<file path="config.mk">
export PLATFORM = sky130hd
export DESIGN_NAME = hazardUnit
export DESIGN_NICKNAME = d
export VERILOG_FILES = /design/src/verilog/hazPkg.sv /design/src/verilog/isaPkg.sv /design/src/verilog/decodedIf.sv /design/src/verilog/hazardCheck.sv /design/src/verilog/hazardUnit.sv /design/src/verilog/instrDecode.sv /design/src/verilog/issueControl.sv
export VERILOG_INCLUDE_DIRS = /design/src /design/src/verilog
export SDC_FILE = /design/constraint.sdc
export NUM_CORES = 1
export LEC_CHECK = 0
export BUFFER_PORTS_ARGS = -buffer_cell sky130_fd_sc_hd__buf_2
export CAP_MARGIN = 20
export CORE_ASPECT_RATIO = 1.1
export CORE_MARGIN = 3
export CORE_UTILIZATION = 50
export DETAILED_ROUTE_END_ITERATION = 10
export PLACE_DENSITY = 0.7
export SYNTH_ARGS = -nofsm -noshare
export SYNTH_HDL_FRONTEND = slang
export SYNTH_SLANG_ARGS = --single-unit
</file>
<file path="constraint.sdc">
create_clock -name clk -period 10.01 [get_ports clk]
set_input_delay 0.5005 -clock clk [delete_from_list [all_inputs] [get_ports clk]]
set_output_delay 0.5005 -clock clk [all_outputs]
set_load 0.02 [all_outputs]
</file>
<file path="src/verilog/hazard_config.svh">
`ifndef HAZARD_CONFIG_SVH
`define HAZARD_CONFIG_SVH

// Instruction and data word width
`define DATA_WIDTH 16

// Eight architectural registers
`define REG_ADDR_WIDTH 3

// Tracked stages ID, EX, MEM and WB
`define INFLIGHT_DEPTH 4

`endif

</file>
<file path="src/verilog/hazPkg.sv">
`include "hazard_config.svh"

package hazPkg;

    // One tracked instruction in ID, EX, MEM or WB
    typedef struct packed {
        logic                       valid;
        logic                       writesReg;
        logic [`REG_ADDR_WIDTH-1:0] rd;
        logic                       isMem;
        logic [`DATA_WIDTH-1:0]     memAddr;
    } inflightEntryT;

    // Empty slot shifted in when nothing issues
    localparam inflightEntryT BUBBLE = '0;

endpackage

</file>
<file path="src/verilog/isaPkg.sv">
`include "hazard_config.svh"

package isaPkg;

    // Register-format layout
    typedef struct packed {
        logic [4:0]                 opcode;
        logic [`REG_ADDR_WIDTH-1:0] rs;
        logic [`REG_ADDR_WIDTH-1:0] rt;
        logic [`REG_ADDR_WIDTH-1:0] rd;
        logic [1:0]                 func;
    } rFmtT;

    // Immediate-format layout with rd in the rt slot
    typedef struct packed {
        logic [4:0]                 opcode;
        logic [`REG_ADDR_WIDTH-1:0] rs;
        logic [`REG_ADDR_WIDTH-1:0] rd;
        logic [4:0]                 imm5;
    } iFmtT;

    typedef union packed {
        rFmtT rFmt;
        iFmtT iFmt;
    } instrWordU;

    localparam logic [4:0] OP_NOP   = 5'b00001;
    localparam logic [4:0] OP_ST    = 5'b10000;
    localparam logic [4:0] OP_LD    = 5'b10001;
    localparam logic [4:0] OP_ALU_R = 5'b11011;

    // Groups matched on opcode[4:2]
    // JR forms sit inside the jump group
    localparam logic [2:0] OP_JUMP_GRP   = 3'b001;
    localparam logic [2:0] OP_ALUI_GRP   = 3'b010;
    localparam logic [2:0] OP_BRANCH_GRP = 3'b011;

    typedef enum logic [2:0] {
        clsNop,
        clsJump,
        clsBranch,
        clsLoad,
        clsStore,
        clsAluR,
        clsAluI,
        clsOther
    } instrClassE;

endpackage

</file>
<file path="src/verilog/decodedIf.sv">
`timescale 1ns/1ns
`include "hazard_config.svh"

interface decodedIf;
    logic                       valid;
    logic [`REG_ADDR_WIDTH-1:0] rs;
    logic [`REG_ADDR_WIDTH-1:0] rt;
    logic                       usesRt;
    logic [`REG_ADDR_WIDTH-1:0] rd;
    logic                       writesReg;
    logic                       isMem;
    logic [`DATA_WIDTH-1:0]     memAddr;
    logic                       isCtrl;
    logic                       isNop;

    modport source (
        output valid, rs, rt, usesRt, rd, writesReg, isMem, memAddr, isCtrl, isNop
    );

    // Hazard checker sees the whole bundle
    modport check (
        input valid, rs, rt, usesRt, rd, writesReg, isMem, memAddr, isCtrl, isNop
    );

    modport control (
        input valid, isCtrl, isNop
    );
endinterface

</file>
<file path="src/verilog/hazardCheck.sv">
`timescale 1ns/1ns
`include "hazard_config.svh"

module hazardCheck
    import hazPkg::*;
(
    input  logic     clk,
    input  logic     arstN,
    decodedIf.check  dec,
    input  logic     issue,
    output logic     regHaz,
    output logic     memHaz
);

    // Index 0 is ID and the last index is WB
    inflightEntryT pipe [`INFLIGHT_DEPTH];
    inflightEntryT newEntry;
    logic          regHit;
    logic          memHit;

    always_comb begin
        newEntry.valid     = 1'b1;
        newEntry.writesReg = dec.writesReg;
        newEntry.rd        = dec.rd;
        newEntry.isMem     = dec.isMem;
        newEntry.memAddr   = dec.memAddr;
    end

    // Pipe shifts every cycle and takes a bubble when nothing issues
    always_ff @(posedge clk or negedge arstN) begin
        if (!arstN) begin
            for (int i = 0; i < `INFLIGHT_DEPTH; i++) begin
                pipe[i] <= BUBBLE;
            end
        end else begin
            pipe[0] <= issue ? newEntry : BUBBLE;
            for (int i = 1; i < `INFLIGHT_DEPTH; i++) begin
                pipe[i] <= pipe[i-1];
            end
        end
    end

    // Compare the new instruction against every tracked stage
    always_comb begin
        regHit = 1'b0;
        memHit = 1'b0;
        for (int i = 0; i < `INFLIGHT_DEPTH; i++) begin
            if (pipe[i].valid && pipe[i].writesReg) begin
                if (pipe[i].rd == dec.rs) begin
                    regHit = 1'b1;
                end
                if (dec.usesRt && (pipe[i].rd == dec.rt)) begin
                    regHit = 1'b1;
                end
            end
            if (pipe[i].valid && pipe[i].isMem && (pipe[i].memAddr == dec.memAddr)) begin
                memHit = 1'b1;
            end
        end
    end

    // An explicit NOP reads nothing
    assign regHaz = dec.valid && !dec.isNop && regHit;
    assign memHaz = dec.valid && dec.isMem && memHit;

endmodule

</file>
<file path="src/verilog/hazardUnit.sv">
`timescale 1ns/1ns
`include "hazard_config.svh"

module hazardUnit
    import isaPkg::*;
(
    input  logic                   clk,
    input  logic                   arstN,
    input  logic                   instrValid,
    input  logic [`DATA_WIDTH-1:0] instr,
    input  logic [`DATA_WIDTH-1:0] reg1Data,
    output logic                   nop,
    output logic                   pcStall,
    output logic                   issueValid
);

    logic regHaz;
    logic memHaz;

    decodedIf decBus ();

    instrDecode instrDecode_i (
        .instrValid (instrValid),
        .instr      (instrWordU'(instr)),
        .reg1Data   (reg1Data),
        .dec        (decBus)
    );

    // issueValid also decides what enters the pipe
    hazardCheck hazardCheck_i (
        .clk    (clk),
        .arstN  (arstN),
        .dec    (decBus),
        .issue  (issueValid),
        .regHaz (regHaz),
        .memHaz (memHaz)
    );

    issueControl issueControl_i (
        .clk     (clk),
        .arstN   (arstN),
        .dec     (decBus),
        .regHaz  (regHaz),
        .memHaz  (memHaz),
        .issue   (issueValid),
        .nop     (nop),
        .pcStall (pcStall)
    );

endmodule

</file>
<file path="src/verilog/instrDecode.sv">
`timescale 1ns/1ns
`include "hazard_config.svh"

module instrDecode
    import isaPkg::*;
(
    input  logic                   instrValid,
    input  instrWordU              instr,
    input  logic [`DATA_WIDTH-1:0] reg1Data,
    decodedIf.source               dec
);

    instrClassE             cls;
    logic [4:0]             opcode;
    logic [`DATA_WIDTH-1:0] immExt;

    assign opcode = instr.rFmt.opcode;

    // Exact opcodes take priority over groups
    always_comb begin
        if (opcode == OP_NOP) begin
            cls = clsNop;
        end else if (opcode == OP_LD) begin
            cls = clsLoad;
        end else if (opcode == OP_ST) begin
            cls = clsStore;
        end else if (opcode == OP_ALU_R) begin
            cls = clsAluR;
        end else if (opcode[4:2] == OP_JUMP_GRP) begin
            cls = clsJump;
        end else if (opcode[4:2] == OP_BRANCH_GRP) begin
            cls = clsBranch;
        end else if (opcode[4:2] == OP_ALUI_GRP) begin
            cls = clsAluI;
        end else begin
            cls = clsOther;
        end
    end

    // Base plus sign-extended offset
    assign immExt = {{(`DATA_WIDTH-5){instr.iFmt.imm5[4]}}, instr.iFmt.imm5};

    assign dec.valid   = instrValid;
    assign dec.rs      = instr.rFmt.rs;
    assign dec.rt      = instr.rFmt.rt;
    assign dec.usesRt  = (cls == clsAluR) || (cls == clsStore);
    assign dec.memAddr = reg1Data + immExt;

    // Destination slot depends on format
    always_comb begin
        if (cls == clsAluR) begin
            dec.rd = instr.rFmt.rd;
        end else begin
            dec.rd = instr.iFmt.rd;
        end
    end

    assign dec.writesReg = (cls == clsAluR) || (cls == clsLoad) || (cls == clsAluI);
    assign dec.isMem     = (cls == clsLoad) || (cls == clsStore);
    assign dec.isCtrl    = (cls == clsJump) || (cls == clsBranch);
    assign dec.isNop     = (cls == clsNop);

endmodule

</file>
<file path="src/verilog/issueControl.sv">
`timescale 1ns/1ns

module issueControl (
    input  logic      clk,
    input  logic      arstN,
    decodedIf.control dec,
    input  logic      regHaz,
    input  logic      memHaz,
    output logic      issue,
    output logic      nop,
    output logic      pcStall
);

    logic flushQ;

    // Squash exactly one slot after a jump or branch issues
    always_ff @(posedge clk or negedge arstN) begin
        if (!arstN) begin
            flushQ <= 1'b0;
        end else begin
            flushQ <= issue && dec.isCtrl;
        end
    end

    // Flush beats hazard, hazard beats explicit NOP
    always_comb begin
        issue   = 1'b0;
        nop     = 1'b0;
        pcStall = 1'b0;
        if (dec.valid) begin
            if (flushQ) begin
                nop = 1'b1;
            end else if (regHaz || memHaz) begin
                nop     = 1'b1;
                pcStall = 1'b1;
            end else if (dec.isNop) begin
                nop = 1'b1;
            end else begin
                issue = 1'b1;
            end
        end
    end

endmodule

</file>
# Word-level counts from Yosys, hierarchy flattened
# Cells that the tools add are included.
# Widths: inputs -> output; s select.
[totals]
out_inout_bits = 3
elab_cells = 112
in_bits = 35
register_bits = 89
[classes]
addsub = 1
n_reduce_logical = 29
n_mux = 36
n_eq_ne = 25
[op_table]
columns = ["operator", "n"]
rows = [
  ["$eq 16x16->1", 4],
  ["$mux 1", 28],
  ["$eq 3x3->1", 8],
  ["$mux 22", 1],
  ["$logic_and 1x1->1", 21],
  ["$mux 3", 7],
  ["$add 16x16->16", 1],
  ["$eq 5x5->1 const B", 3],
  ["$eq 3x2->1 const B", 4],
  ["$eq 3x3->1 const B", 3],
  ["$eq 3x1->1 const B", 2],
  ["$logic_or 1x1->1", 6],
  ["$eq 5x1->1 const B", 1],
  ["$logic_not 3->1", 1],
  ["$logic_not 1->1", 1],
]

# Depth between registers and ports, before layout
# Gate-level depths: netlist of run 1.
[depth]
depth_word = 28
mapped_depth = 14
ltp_nobuf = 12

# By module
# Synthesis of run 1 repeated with hierarchy kept, for this count alone.
[unflattened]
cells_unflattened = 383
hier_area_um2 = 4459.3
[modules_own_cells]
columns = ["module", "cells_per_inst", "n_inst", "seq_area_each_um2", "area_per_inst_um2"]
rows = [
  ["hazardCheck", 262, 1, 2202.1, 3513.4],
  ["instrDecode", 114, 1, 0.0, 878.3],
  ["issueControl", 7, 1, 25.0, 67.6],
]

# Worst setup path after synthesis of run 1
# OpenSTA, ideal clock, no wires.
[synth_path]
kind = "input -> output"
start = "input port instr[0]"
end = "output port pcStall"
t_arrival_ns = 3.667
stages = 12
path_slack_ns = 5.843
t_required_ns = 9.510
path_buffers = 0
cell_sequence = "ha_1 fa_1 a21o_1 a221o_2 a2111oi_4 a31oi_4 a21o_1 a2111oi_0 and4_1 a2111oi_4 o21a_1 nor3_1"
[synth_between]
elab_chain_cells = 12
elab_cells_between_ends = 18
classes_between = "add/sub: 1; eq/ne: 4; mux: 7; reduce/logical: 6"
[synth_lines]
columns = ["element", "line", "source"]
rows = [
  ["from (decl)", "hazardUnit.sv:10", "input logic [`DATA_WIDTH-1:0] instr,"],
  ["$add 16x16->16 (*)", "instrDecode.sv:47", "assign dec.memAddr = reg1Data + immExt;"],
  ["$eq 16x16->1", "hazardCheck.sv:56", "if (pipe[i].valid && pipe[i].isMem && (pipe[i].memAddr == dec.memAddr)) begin"],
  ["$logic_and 1x1->1", "hazardCheck.sv:56", ""],
  ["$mux 1 (3 in series)", "hazardCheck.sv:56", ""],
  ["$mux 1 (*)", "hazardCheck.sv:56", ""],
  ["$logic_and 1x1->1 (*)", "hazardCheck.sv:64", "assign memHaz = dec.valid && dec.isMem && memHit;"],
  ["$logic_or 1x1->1 (*)", "issueControl.sv:33", "end else if (regHaz || memHaz) begin"],
  ["$mux 1 (*)", "issueControl.sv:33", ""],
  ["$mux 1 (*)", "issueControl.sv:31", "if (flushQ) begin"],
  ["$mux 1 (*)", "issueControl.sv:30", "if (dec.valid) begin"],
  ["to (decl)", "hazardUnit.sv:13", "output logic pcStall,"],
]
# Every way passes the cells marked *; elsewhere a longest branch is shown, timed or not.

# Worst setup path in the final report of run 1
[layout_path]
start = "input port instr[4]"
end = "output port nop"
[layout_between]
elab_chain_cells = 12
elab_cells_between_ends = 18
classes_between = "add/sub: 1; eq/ne: 4; mux: 7; reduce/logical: 6"
[layout_lines]
columns = ["element", "line", "source"]
rows = [
  ["$add 16x16->16 (*)", "instrDecode.sv:47", ""],
  ["$eq 16x16->1", "hazardCheck.sv:56", ""],
  ["$logic_and 1x1->1", "hazardCheck.sv:56", ""],
  ["$mux 1 (3 in series)", "hazardCheck.sv:56", ""],
  ["$mux 1 (*)", "hazardCheck.sv:56", ""],
  ["$logic_and 1x1->1 (*)", "hazardCheck.sv:64", ""],
  ["$logic_or 1x1->1 (*)", "issueControl.sv:33", ""],
  ["$mux 1 (*)", "issueControl.sv:33", ""],
  ["$mux 1 (*)", "issueControl.sv:31", ""],
  ["$mux 1 (*)", "issueControl.sv:30", ""],
  ["to (decl)", "hazardUnit.sv:12", "output logic nop,"],
]
# Marked as above.

==> results of run 1 <==
critical path, stage by stage:
cell and delay, ns:
buf_2 0.19, ha_1 0.48, and3_1 0.29, a221oi_4 0.43, o21ai_1 0.20, xor2_1 0.45, xor2_1 0.12, a2111oi_0 0.62
and4_1 0.35, a2111oi_4 0.06, o21bai_4 0.59, and2_1 0.21, buf_2 0.16
per-layer routing:
metal	wire length [um]	global-route usage, %	up-vias
li1	-	-	1674
met3	513	3.46	21
met1	5030	28.1	1710
met2	4820	31.6	90
met4	326	9.91	0
met5	0	0	-
synthesized netlist by cell type, drive strengths merged (3+ instances only):
cell type  instances  area [um^2]
a2111oi            4         72.6
a211o              7         61.3
a211oi             9         67.6
a21o              15          120
a21oi             15         78.8
a221oi             4         52.6
a31oi              6         52.6
and2               3         18.8
and3               3         18.8
and4               4         35.0
buf               15         96.3
clkbuf             9         33.8
dfrtp             89         2230
ha                15          188
inv                4         15.0
nand2             24         90.1
nand3             14         70.1
nand4             11         68.8
nor2              25          104
nor3              16          110
nor4               3         18.8
nor4b              3         32.5
o211ai             5         37.5
o21a               3         22.5
o21ai             11         58.8
o22ai              3         18.8
o41ai              3         26.3
xnor2             53          464
xnor3              4         90.1
xor2              37          324
path summary, 6_finish.rpt:
check | endpoint | slack (ns)
min in group asynchronous | hazardCheck_i.pipe[8] | 0.52
max in group asynchronous | hazardCheck_i.pipe[19] | 8.89
hold / removal | hazardCheck_i.pipe[86] | 0.36
setup / recovery | nop | 4.84
setup reg to reg | hazardCheck_i.pipe[75] | 6.78
hold reg to reg | hazardCheck_i.pipe[20] | 0.38
cells by family after synthesis:
| kind of cell | synth area share, % |
|---|---|
| mux | 0.404 |
| fa+ha+maj | 4.20 |
| xor+xnor | 17.7 |
| flops | 45.0 |
| compound gates | 16.9 |
| simple gates | 12.8 |
| buf+inv | 2.93 |
power groups by stage:
stage	combinational (mW)	clock, mW	sequential [mW]
floorplan	0.188	0	0.423
global placement	0.242	0	0.429
detailed placement	0.243	0	0.431
CTS	0.245	0.309	0.424
global route	0.272	0.322	0.429
finish	0.246	0.301	0.424
state kept, by name (all words and copies together) (netlist names):
register / count
hazardCheck_i.pipe: 88
issueControl_i.flushQ: 1
repair_timing:
item,in CTS,in global routing
endpoints found under the setup margin,0,0
hold endpoints to repair,0,12
hold buffers,0,1
cells in the final DEF (no fill, tap or decap), drive strengths merged, types with 2 or more instances in the layout:
cell     Yosys  layout
dfrtp       89      89
xnor2       53      53
buf         15      38
xor2        37      37
nor2        25      25
nand2       24      24
nor3        16      16
ha          15      15
a21o        15      15
a21oi       15      15
nand3       14      14
nand4       11      11
o21ai       11      11
a211oi       9       9
clkbuf       9       9
a211o        7       7
a31oi        6       6
inv          4       6
o211ai       5       5
and4         4       4
xnor3        4       4
a221oi       4       4
a2111oi      4       4
o21a         3       3
and3         3       3
o22ai        3       3
nor4         3       3
o41ai        3       3
bufinv       0       3
and2         3       3
nor4b        3       3
o211a        2       2
o2111ai      2       2
or3          2       2
mux2i        2       2
o21bai       2       2
area by class of cell:
type	instances	area (um^2)
Multi-Input combinational cell	329	2580
Clock buffer	9	124
Timing Repair Buffer	39	225
Sequential cell	89	2230
Clock inverter	7	126
Fill cell	822	4050
Inverter	4	15.0
Tap cell	117	146
through the flow:
step	hold slack (ns)	utilization, %	total power, mW
after floorplan	0.205	-	0.612
after global placement	0.360	54.3	0.671
after detailed placement	0.364	54.3	0.674
after CTS	0.339	57.0	0.978
after global routing	0.370	57.4	1.02
final	0.363	57.4	0.970
==> results.md, run 1 <==
* Status: completed
* CP Launch Type: primary input
* Cells after synthesis at ~450
* Area grow syn2layout at 9.93%
* Worst-Margin Slew at around 0.75 ns
* CTS clk-pin slew, worst paths at approximately 0.09 ns
* CP startpoint: instr[4]
* Post-CTS Setup Bufs at 0
* Final min period at slightly above 5 ns
* Ant. Diodes at 0
* Max_slew headroom at roughly 50%
* Final period util at 51.7%
* Core area at 0.00949 mm^2
* Power per cell area at around 180 mW/mm^2
* H-Tree Depth at 3
* Post-Syn Area at ~0.005 mm^2
* DRC at 0
* Die width at slightly above 100 um
* Site Rows at 37
* Dpl hpwl at slightly above 8000 um
* Worst-Skew Late Latency at approximately 0.36 ns
* GRT overflow at 0
* Async S/R FF share, synth at between 90% and 100%
* First-pass GRT wire length at around 17000 um
* Syn. warnings at 0
* HP Class: primary input to flip-flop
* Num ports at 38
* Post-synth cell types at 70
* Pre-CTS setup slack at about 5 ns
* Initial Util at a little over half
* HP Start: instr[13]
* Critical Path RT at ~9.5 ns
* Ys flop type: dfrtp_1
* Hold Crit Depth at 2
* Final setup viols at 0
* Wirelength per Cell at roughly 18 um
* Initial DRC Count at 243
* Syn avg cell area at ~11 um^2
* EDFF count, synth at 0
* Final setup margin at between 4 and 5 ns
* Final WL at around 11000 um
* Net switching share of the total power at 30.7%
* DRT Pass-1 Iters at 6
* CP endpoint kind: primary output
* Vias at ~3500
* Final slew viol count at 0
* Worst reg-to-reg path cell count at 10
* DIE AREA at roughly 0.011 mm^2
* Layout cells sized above 1 at between 10% and 20%
* RSZ-0062 raised after global routing: false
* Peak supply drop at ~0.00015 V
* GP Congestion at roughly 0.89
* CP Max Fanout at 23
* TritonCTS clock tree: done
* Vias in the first global route at around 3400
* Vias per inst at 5.88
* P_sw at between 0.2 and 0.3 mW
* Comb pwr share at 25.3%
* Clk_skew at about 0.01 ns
* P_int at just under 0.7 mW
* Largest net degree at the start of global routing at 90
* Number of nets still failing antenna checks after routing at 0
* Die outline height at 110 um
* IO buf count at 37
* Placement Cell Area at 0.00515 mm^2
* Clk Tree Root Cell: clkbuf_8
* Clock group share of total power at between 30% and 40%
* # clock sinks at 89
* Initial antenna violation count at 0
* FMAX at a little under 0.2 GHz
* CTS buffer count at 9
* Worst Path Arrival at about 4.7 ns
* Max Cap Viol at 0
* Class of the most critical setup path: primary input to primary output
* Placed insts at 576
* Launching point of the worst reg2reg path: hazardCheck_i.pipe[67]
* Pleak at around 2.5 nW
* Setup TNS at 0 ns
* Post-CTS resize count at 0
* Final instance area at ~0.0054 mm^2
* Register area share after synthesis at 45.0%
* Hold Vio Cnt, Final at 0
* Max clock buf depth at 2
* Post-route insts no fill at 594
* Total track usage at between 20% and 30%
* #FFs+latches synth at roughly 90
* Syn_nets at just under 500
* Seq pwr share at 43.7%
* NumNets Final at 523
Note: power is estimated with default switching activity, not from simulation.
==> run 2: changes to the inputs <==
--- a/config.mk
+++ b/config.mk
@@ -12,7 +12,7 @@
 export CORE_MARGIN = 3
 export CORE_UTILIZATION = 50
 export DETAILED_ROUTE_END_ITERATION = 10
-export PLACE_DENSITY = 0.7
+export PLACE_DENSITY = 0.73
 export SYNTH_ARGS = -nofsm -noshare
 export SYNTH_HDL_FRONTEND = slang
 export SYNTH_SLANG_ARGS = --single-unit
==> constraint.sdc (replaced) <==
create_clock -name clk -period 4.6 [get_ports clk]
set_input_delay 0.23 -clock clk [delete_from_list [all_inputs] [get_ports clk]]
set_output_delay 0.23 -clock clk [all_outputs]
set_load 0.02 [all_outputs]
==> run 2 against run 1 <==
Effect of this change:
- first-iteration DRC count is 10% lower
- clock power is 53% higher
- die area stayed put
- critical path type unchanged
- critical endpoint is now pcStall
==> results.md, run 2 (same netlist as run 1, synthesis figures left out) <==
* Final setup margin at a little under 0.6 ns
* Top Layer Used: met4
* Die outline height at between 100 and 150 um
* Total track usage at approximately a fifth
* Core area at 0.00949 mm^2
* Final period util at between 80% and 90%
* Area grow syn2layout at 8.74%
* Class of the most critical setup path: primary input to primary output
* Cell family with most CP delay: compound AO/OA/AOI/OAI gates
* Worst-Margin Slew at a little over 0.8 ns
* GP Congestion at 0.917
* RSZ-0062 raised after global routing: false
* Power per cell area at 358 mW/mm^2
* Core Util, Final at 56.7%
* Worst path slowest cell: nor4_1
* Max_slew headroom at between 40 and 50%
* P_sw at around 0.64 mW
* Site Rows at 37
* IO buf count at 37
* Most frequent CP cell: buf_2
* HP Class: primary input to flip-flop
* Hold Vio Cnt, Final at 0
* DIE AREA at 0.0111 mm^2
* Status: completed
* Max incr delay on CP at between 0.5 and 0.6 ns
* Post-route insts no fill at 597
* Clk_skew at 0.0111 ns
* WHS at about 0.091 ns
* Routed wl met3 at ~520 um
* Setup TNS at 0 ns
* WL met1 at around 5100 um
* Worst-Skew Late Latency at roughly 0.36 ns
* CTS buffer count at 9
* Pre-CTS setup slack at 0.620 ns
* Max reg flops at just under 90
* P_int at approximately 1.3 mW
* Pleak at 2.43 nW
* H-Tree Depth at 3
* Net switching share of the total power at between 30% and 40%
* FMAX at 0.249 GHz
* Critical Path RT at between 4 and 5 ns
* Wirelength per Cell at roughly 18 um
* Reg-to-reg setup timing slack at approximately 1.9 ns
* Initial antenna violation count at 0
* Worst Path Arrival at 3.79 ns
* Final min period at ~4.0 ns
* Commonest non-fill, non-tap cell in the layout: dfrtp_1
* GRT overflow at 0
* Post-CTS Setup Bufs at 0
* Clk Tree Root Cell: clkbuf_8
* CP Max Fanout at 13
* Peak supply drop at 0.000169 V
* Die width at about 100 um
* Vias at approximately 3500
* Register Area at between 0.002 and 0.0025 mm^2
* Comb pwr share at between 20% and 30%
* Placed insts at 580
* Final slew viol count at 0
* Ant. Diodes at 0
* Final setup viols at 0
* Met2 WL at roughly 5200 um
* Multi-input gate area at roughly 0.0026 mm^2
* First-pass GRT wire length at 17600 um
* Initial DRC Count at about 220
* TritonCTS clock tree: done
* Initial Util at ~52%
* CTS clk-pin slew, worst paths at 0.08 ns
* Num ports at 38
* CP cell instances: buf_2 > ha_1 > a21o_4 > a211oi_1 > o21ai_0 > a31oi_1 > xnor2_1 > xor2_1 > nor4_1 > a2111oi_4 > o21a_1 > nor3_1 > buf_2
* CP endpoint kind: primary output
* FILL cells at about 790
* Crit path buf inv count at 2
* Final WL at ~11000 um
* Largest registers: hazardCheck_i.pipe: 88 flops, issueControl_i.flushQ: 1 flops
* # clock sinks at between 80 and 90
* Commonest cells after routing, fill and taps aside: 89 x dfrtp_1, 53 x xnor2_1, 37 x xor2_1
* CP Launch Type: primary input
* Max Cap Viol at 0
* NumNets Final at approximately 530
* Number of nets still failing antenna checks after routing at 0
* Layout cells sized above 1 at approximately 16%
* Max clock buf depth at 2
* DRT Pass-1 Iters at 4
* Vias per inst at approximately 5.9
* Clock group share of total power at between 20% and 30%
* Seq pwr share at between 40% and 50%
* Reg with most FFs: hazardCheck_i.pipe
* Largest net degree at the start of global routing at between 80 and 90
* Dpl hpwl at 8350 um
* Vias in the first global route at 3441
* DRC at 0
run 2: repair_timing:
item / 4_1_cts / 5_1_grt
resized for setup: 0 / 0
hold buffers: 1 / 0
endpoints found under the hold margin: 6 / 0
run 2: worst paths after layout:
path	from	cells past startpoint	end
worst min register to register	hazardCheck_i.pipe[38]	0	hazardCheck_i.pipe[16]
worst min-delay path	instr[13]	2	hazardCheck_i.pipe[86]
worst max register to register	hazardCheck_i.pipe[48]	9	hazardCheck_i.pipe[86]
min in group asynchronous	arstN	2	hazardCheck_i.pipe[34]
worst max-delay path	instr[4]	13	pcStall
max in group asynchronous	arstN	4	hazardCheck_i.pipe[84]
run 2: power groups by stage:
stage / Sequential, mW / Clock [mW] / Combinational (mW)
5_1_grt: 0.933 / 0.511 / 0.599
6_report: 0.922 / 0.460 / 0.548
4_1_cts: 0.923 / 0.475 / 0.543
2_1_floorplan: 0.921 / 0 / 0.409
3_3_place_gp: 0.934 / 0 / 0.525
3_5_place_dp: 0.938 / 0 / 0.538
run 2: per-stage QoR:
stage	power, mW	cell area, um^2
2_1_floorplan	1.33	4950
3_3_place_gp	1.46	5180
3_5_place_dp	1.48	5180
4_1_cts	1.94	5360
5_1_grt	2.04	5380
6_report	1.93	5380
run 2: layout make-up:
class	instances	area share (%)
Multi-Input combinational cell	329	47.9
Sequential cell	89	41.4
Timing Repair Buffer	43	4.74
Tap cell	117	2.72
Clock buffer	11	2.44
Clock inverter	4	0.558
Inverter	4	0.279
run 2: per-layer routing:
metal / global-route usage (%) / up-vias
met4: 7.70 / 0
li1: - / 1688
met5: 0 / -
met3: 3.90 / 16
met2: 32.4 / 89
met1: 29.5 / 1741
==> run 3: changes to the inputs <==
--- a/config.mk
+++ b/config.mk
@@ -8,11 +8,14 @@
 export LEC_CHECK = 0
 export BUFFER_PORTS_ARGS = -buffer_cell sky130_fd_sc_hd__buf_2
 export CAP_MARGIN = 20
+export CELL_PAD_IN_SITES_DETAIL_PLACEMENT = 1
+export CELL_PAD_IN_SITES_GLOBAL_PLACEMENT = 2
 export CORE_ASPECT_RATIO = 1.1
 export CORE_MARGIN = 3
-export CORE_UTILIZATION = 50
+export CORE_UTILIZATION = 36
 export DETAILED_ROUTE_END_ITERATION = 10
-export PLACE_DENSITY = 0.73
+export PLACE_DENSITY = 0.77
+export SETUP_SLACK_MARGIN = 0.15
 export SYNTH_ARGS = -nofsm -noshare
 export SYNTH_HDL_FRONTEND = slang
 export SYNTH_SLANG_ARGS = --single-unit
==> run 3 against run 2 <==
Effect of this change:
- highest routed layer unchanged
- non-clock buffer count is 2 higher
- utilization is 14 points lower
- register-to-register slack worse by 0.31 ns
- fmax shrank 3.8%
- setup slack worse by 0.16 ns
==> results.md, run 3 (same netlist as run 1, synthesis figures left out) <==
* FILL cells at 1502
* Pleak at between 2 and 3 nW
* Worst Path Arrival at approximately 4.0 ns
* Initial Util at around 37%
* Reg with most FFs: hazardCheck_i.pipe
* Worst-Margin Slew at 0.795 ns
* Die width at between 100 and 150 um
* Num ports at 38
* CTS buffer count at 9
* Max clock buf depth at 2
* Cell family with most CP delay: compound AO/OA/AOI/OAI gates
* Layout cells sized above 1 at between 10% and 20%
* Worst path slowest cell: a2111oi_0
* IO buf count at 37
* CP endpoint kind: primary output
* WHS at 0.106 ns
* CP Launch Type: primary input
* Worst-Skew Late Latency at about 0.35 ns
* Critical R2R Capture: hazardCheck_i.pipe[78]
* Levels on crit path at 13
* RSZ-0062 raised after global routing: false
* HP Class: primary input to flip-flop
* NumNets Final at between 500 and 600
* Number of nets still failing antenna checks after routing at 0
* First-pass GRT wire length at 21000 um
* Crit path buf inv count at 2
* CP Capture Point: pcStall
* Setup TNS at 0 ns
* Wirelength per Cell at ~19 um
* Commonest cells after routing, fill and taps aside: 89 x dfrtp_1, 53 x xnor2_1, 37 x xor2_1
* Placed insts at roughly 650
* TritonCTS clock tree: done
* Vias in the first global route at between 3000 and 4000
* Final period util at 90.9%
* Critical Path RT at between 4 and 5 ns
* Max_slew headroom at between 40% and 50%
* Total track usage at between 10% and 20%
* DIE AREA at between 0.015 and 0.02 mm^2
* Initial antenna violation count at 0
* Commonest non-fill, non-tap cell in the layout: dfrtp_1
* Dpl hpwl at around 9700 um
* Initial DRC Count at between 150 and 200
* Clk Tree Root Cell: clkbuf_16
* CP startpoint: instr[4]
* Reg-to-reg setup timing slack at between 1.5 and 2 ns
* Peak supply drop at 0.000183 V
* Status: completed
* Area grow syn2layout at 13.7%
* Final min period at between 4 and 5 ns
* GRT overflow at 0
* CP cell instances: buf_2 > ha_1 > and3_1 > a221o_2 > a2111oi_4 > a31oi_4 > a21o_1 > a2111oi_0 > and4_1 > a2111oi_4 > o21a_1 > nor3_1 > buf_2
* Ant. Diodes at 0
* Final WL at around 13000 um
* Post-route insts no fill at around 670
* Max incr delay on CP at 0.59 ns
* Hold Vio Cnt, Final at 0
* H-Tree Depth at 3
* Post-CTS Setup Bufs at 0
* Power per cell area at a little under 400 mW/mm^2
* CTS clk-pin slew, worst paths at 0.07 ns
* Worst reg-to-reg path cell count at 11
* Core area at approximately 0.013 mm^2
* CP Max Fanout at 13
* Die outline height at roughly 130 um
* DRT Pass-1 Iters at 4
* Largest net degree at the start of global routing at 90
* Vias per inst at roughly 5.3
* Launching point of the worst reg2reg path: hazardCheck_i.pipe[67]
* Max Cap Viol at 0
* Class of the most critical setup path: primary input to primary output
* Clk_skew at approximately 0.0087 ns
* Site Rows at 44
* Final setup viols at 0
* DRC at 0
* Max reg flops at ~90
* # clock sinks at 89
* Largest registers: hazardCheck_i.pipe: 88 flops, issueControl_i.flushQ: 1 flops
* Final slew viol count at 0
* FMAX at about 0.24 GHz
* Vias at 3513
* GP Congestion at ~0.83
## run 3: cell types whose count changed in the layout (fill, tap and decap cells not counted)
cell / before / now
clkinv_8: 0 / 1
clkbuf_16: 0 / 9
nor4_2: 0 / 1
buf_4: 5 / 7
clkinv_2: 1 / 0
clkbuf_1: 2 / 0
inv_8: 0 / 4
clkbuf_8: 9 / 0
clkinvlp_4: 1 / 0
nor4_1: 3 / 2
## run 3: what timing repair did
| item | CTS | global route |
|---|---|---|
| gates resized for setup | 0 | 1 |
| hold buffers | 0 | 1 |
| setup endpoints to repair | 0 | 3 |
| hold endpoints to repair | 0 | 18 |
## run 3: worst min-delay path by stage
stage	cells past startpoint	slack, ns	start	end
after floorplan	0	-0.07	arstN	hazardCheck_i.pipe[0]
after global placement	0	0.37	hazardCheck_i.pipe[38]	hazardCheck_i.pipe[16]
after detailed placement	0	0.36	hazardCheck_i.pipe[38]	hazardCheck_i.pipe[16]
after CTS	2	0.1	instr[13]	hazardCheck_i.pipe[86]
after global routing	2	0.11	instr[13]	hazardCheck_i.pipe[86]
final	2	0.11	instr[13]	hazardCheck_i.pipe[86]
## run 3: metrics by stage
stage	util, %	area [um^2]	power, mW	setup WS [ns]
finish	42.3	5630	2.23	0.419
global route	42.3	5630	2.35	0.170
CTS	41.9	5590	2.25	0.280
detailed placement	39.7	5280	1.50	0.292
global placement	39.7	5280	1.48	0.464
floorplan	-	4950	1.33	0.974
## run 3: layout make-up
type | instances | area [um^2] | share of cell area (%)
clock buffers | 9 | 225 | 4.00
multi-input cells | 329 | 2580 | 45.9
flip-flops and latches | 89 | 2230 | 39.5
well taps | 184 | 230 | 4.09
clock inverters | 7 | 78.8 | 1.40
inverters | 4 | 15.0 | 0.267
repair buffers | 45 | 270 | 4.80
## run 3: worst reg2reg max path: stages, from the launching register on
cell and delay [ns]:
dfrtp_1 0.40, xnor2_1 0.17, nand4_1 0.18, a211o_1 0.30, a211oi_1 0.19, nand4_1 0.17
a2111oi_0 0.43, and4_1 0.33, a2111oi_4 0.08, o21bai_4 0.23, buf_4 0.32, nor4b_2 0.08
## run 3: report_power, final
group / switching [mW] / leakage (nW) / internal (mW)
clock: 0.349 / 0.151 / 0.389
sequential: 0.0614 / 1.16 / 0.863
combinational: 0.326 / 1.20 / 0.239
total: 0.736 / 2.51 / 1.49
## run 3: metal layers
metal | GRT usage, % | up-vias | wire length (um)
li1 | - | 1686 | -
met1 | 23.0 | 1747 | 5940
met2 | 29.6 | 60 | 6150
met3 | 2.64 | 20 | 386
met4 | 6.90 | 0 | 308
met5 | 0 | - | 0
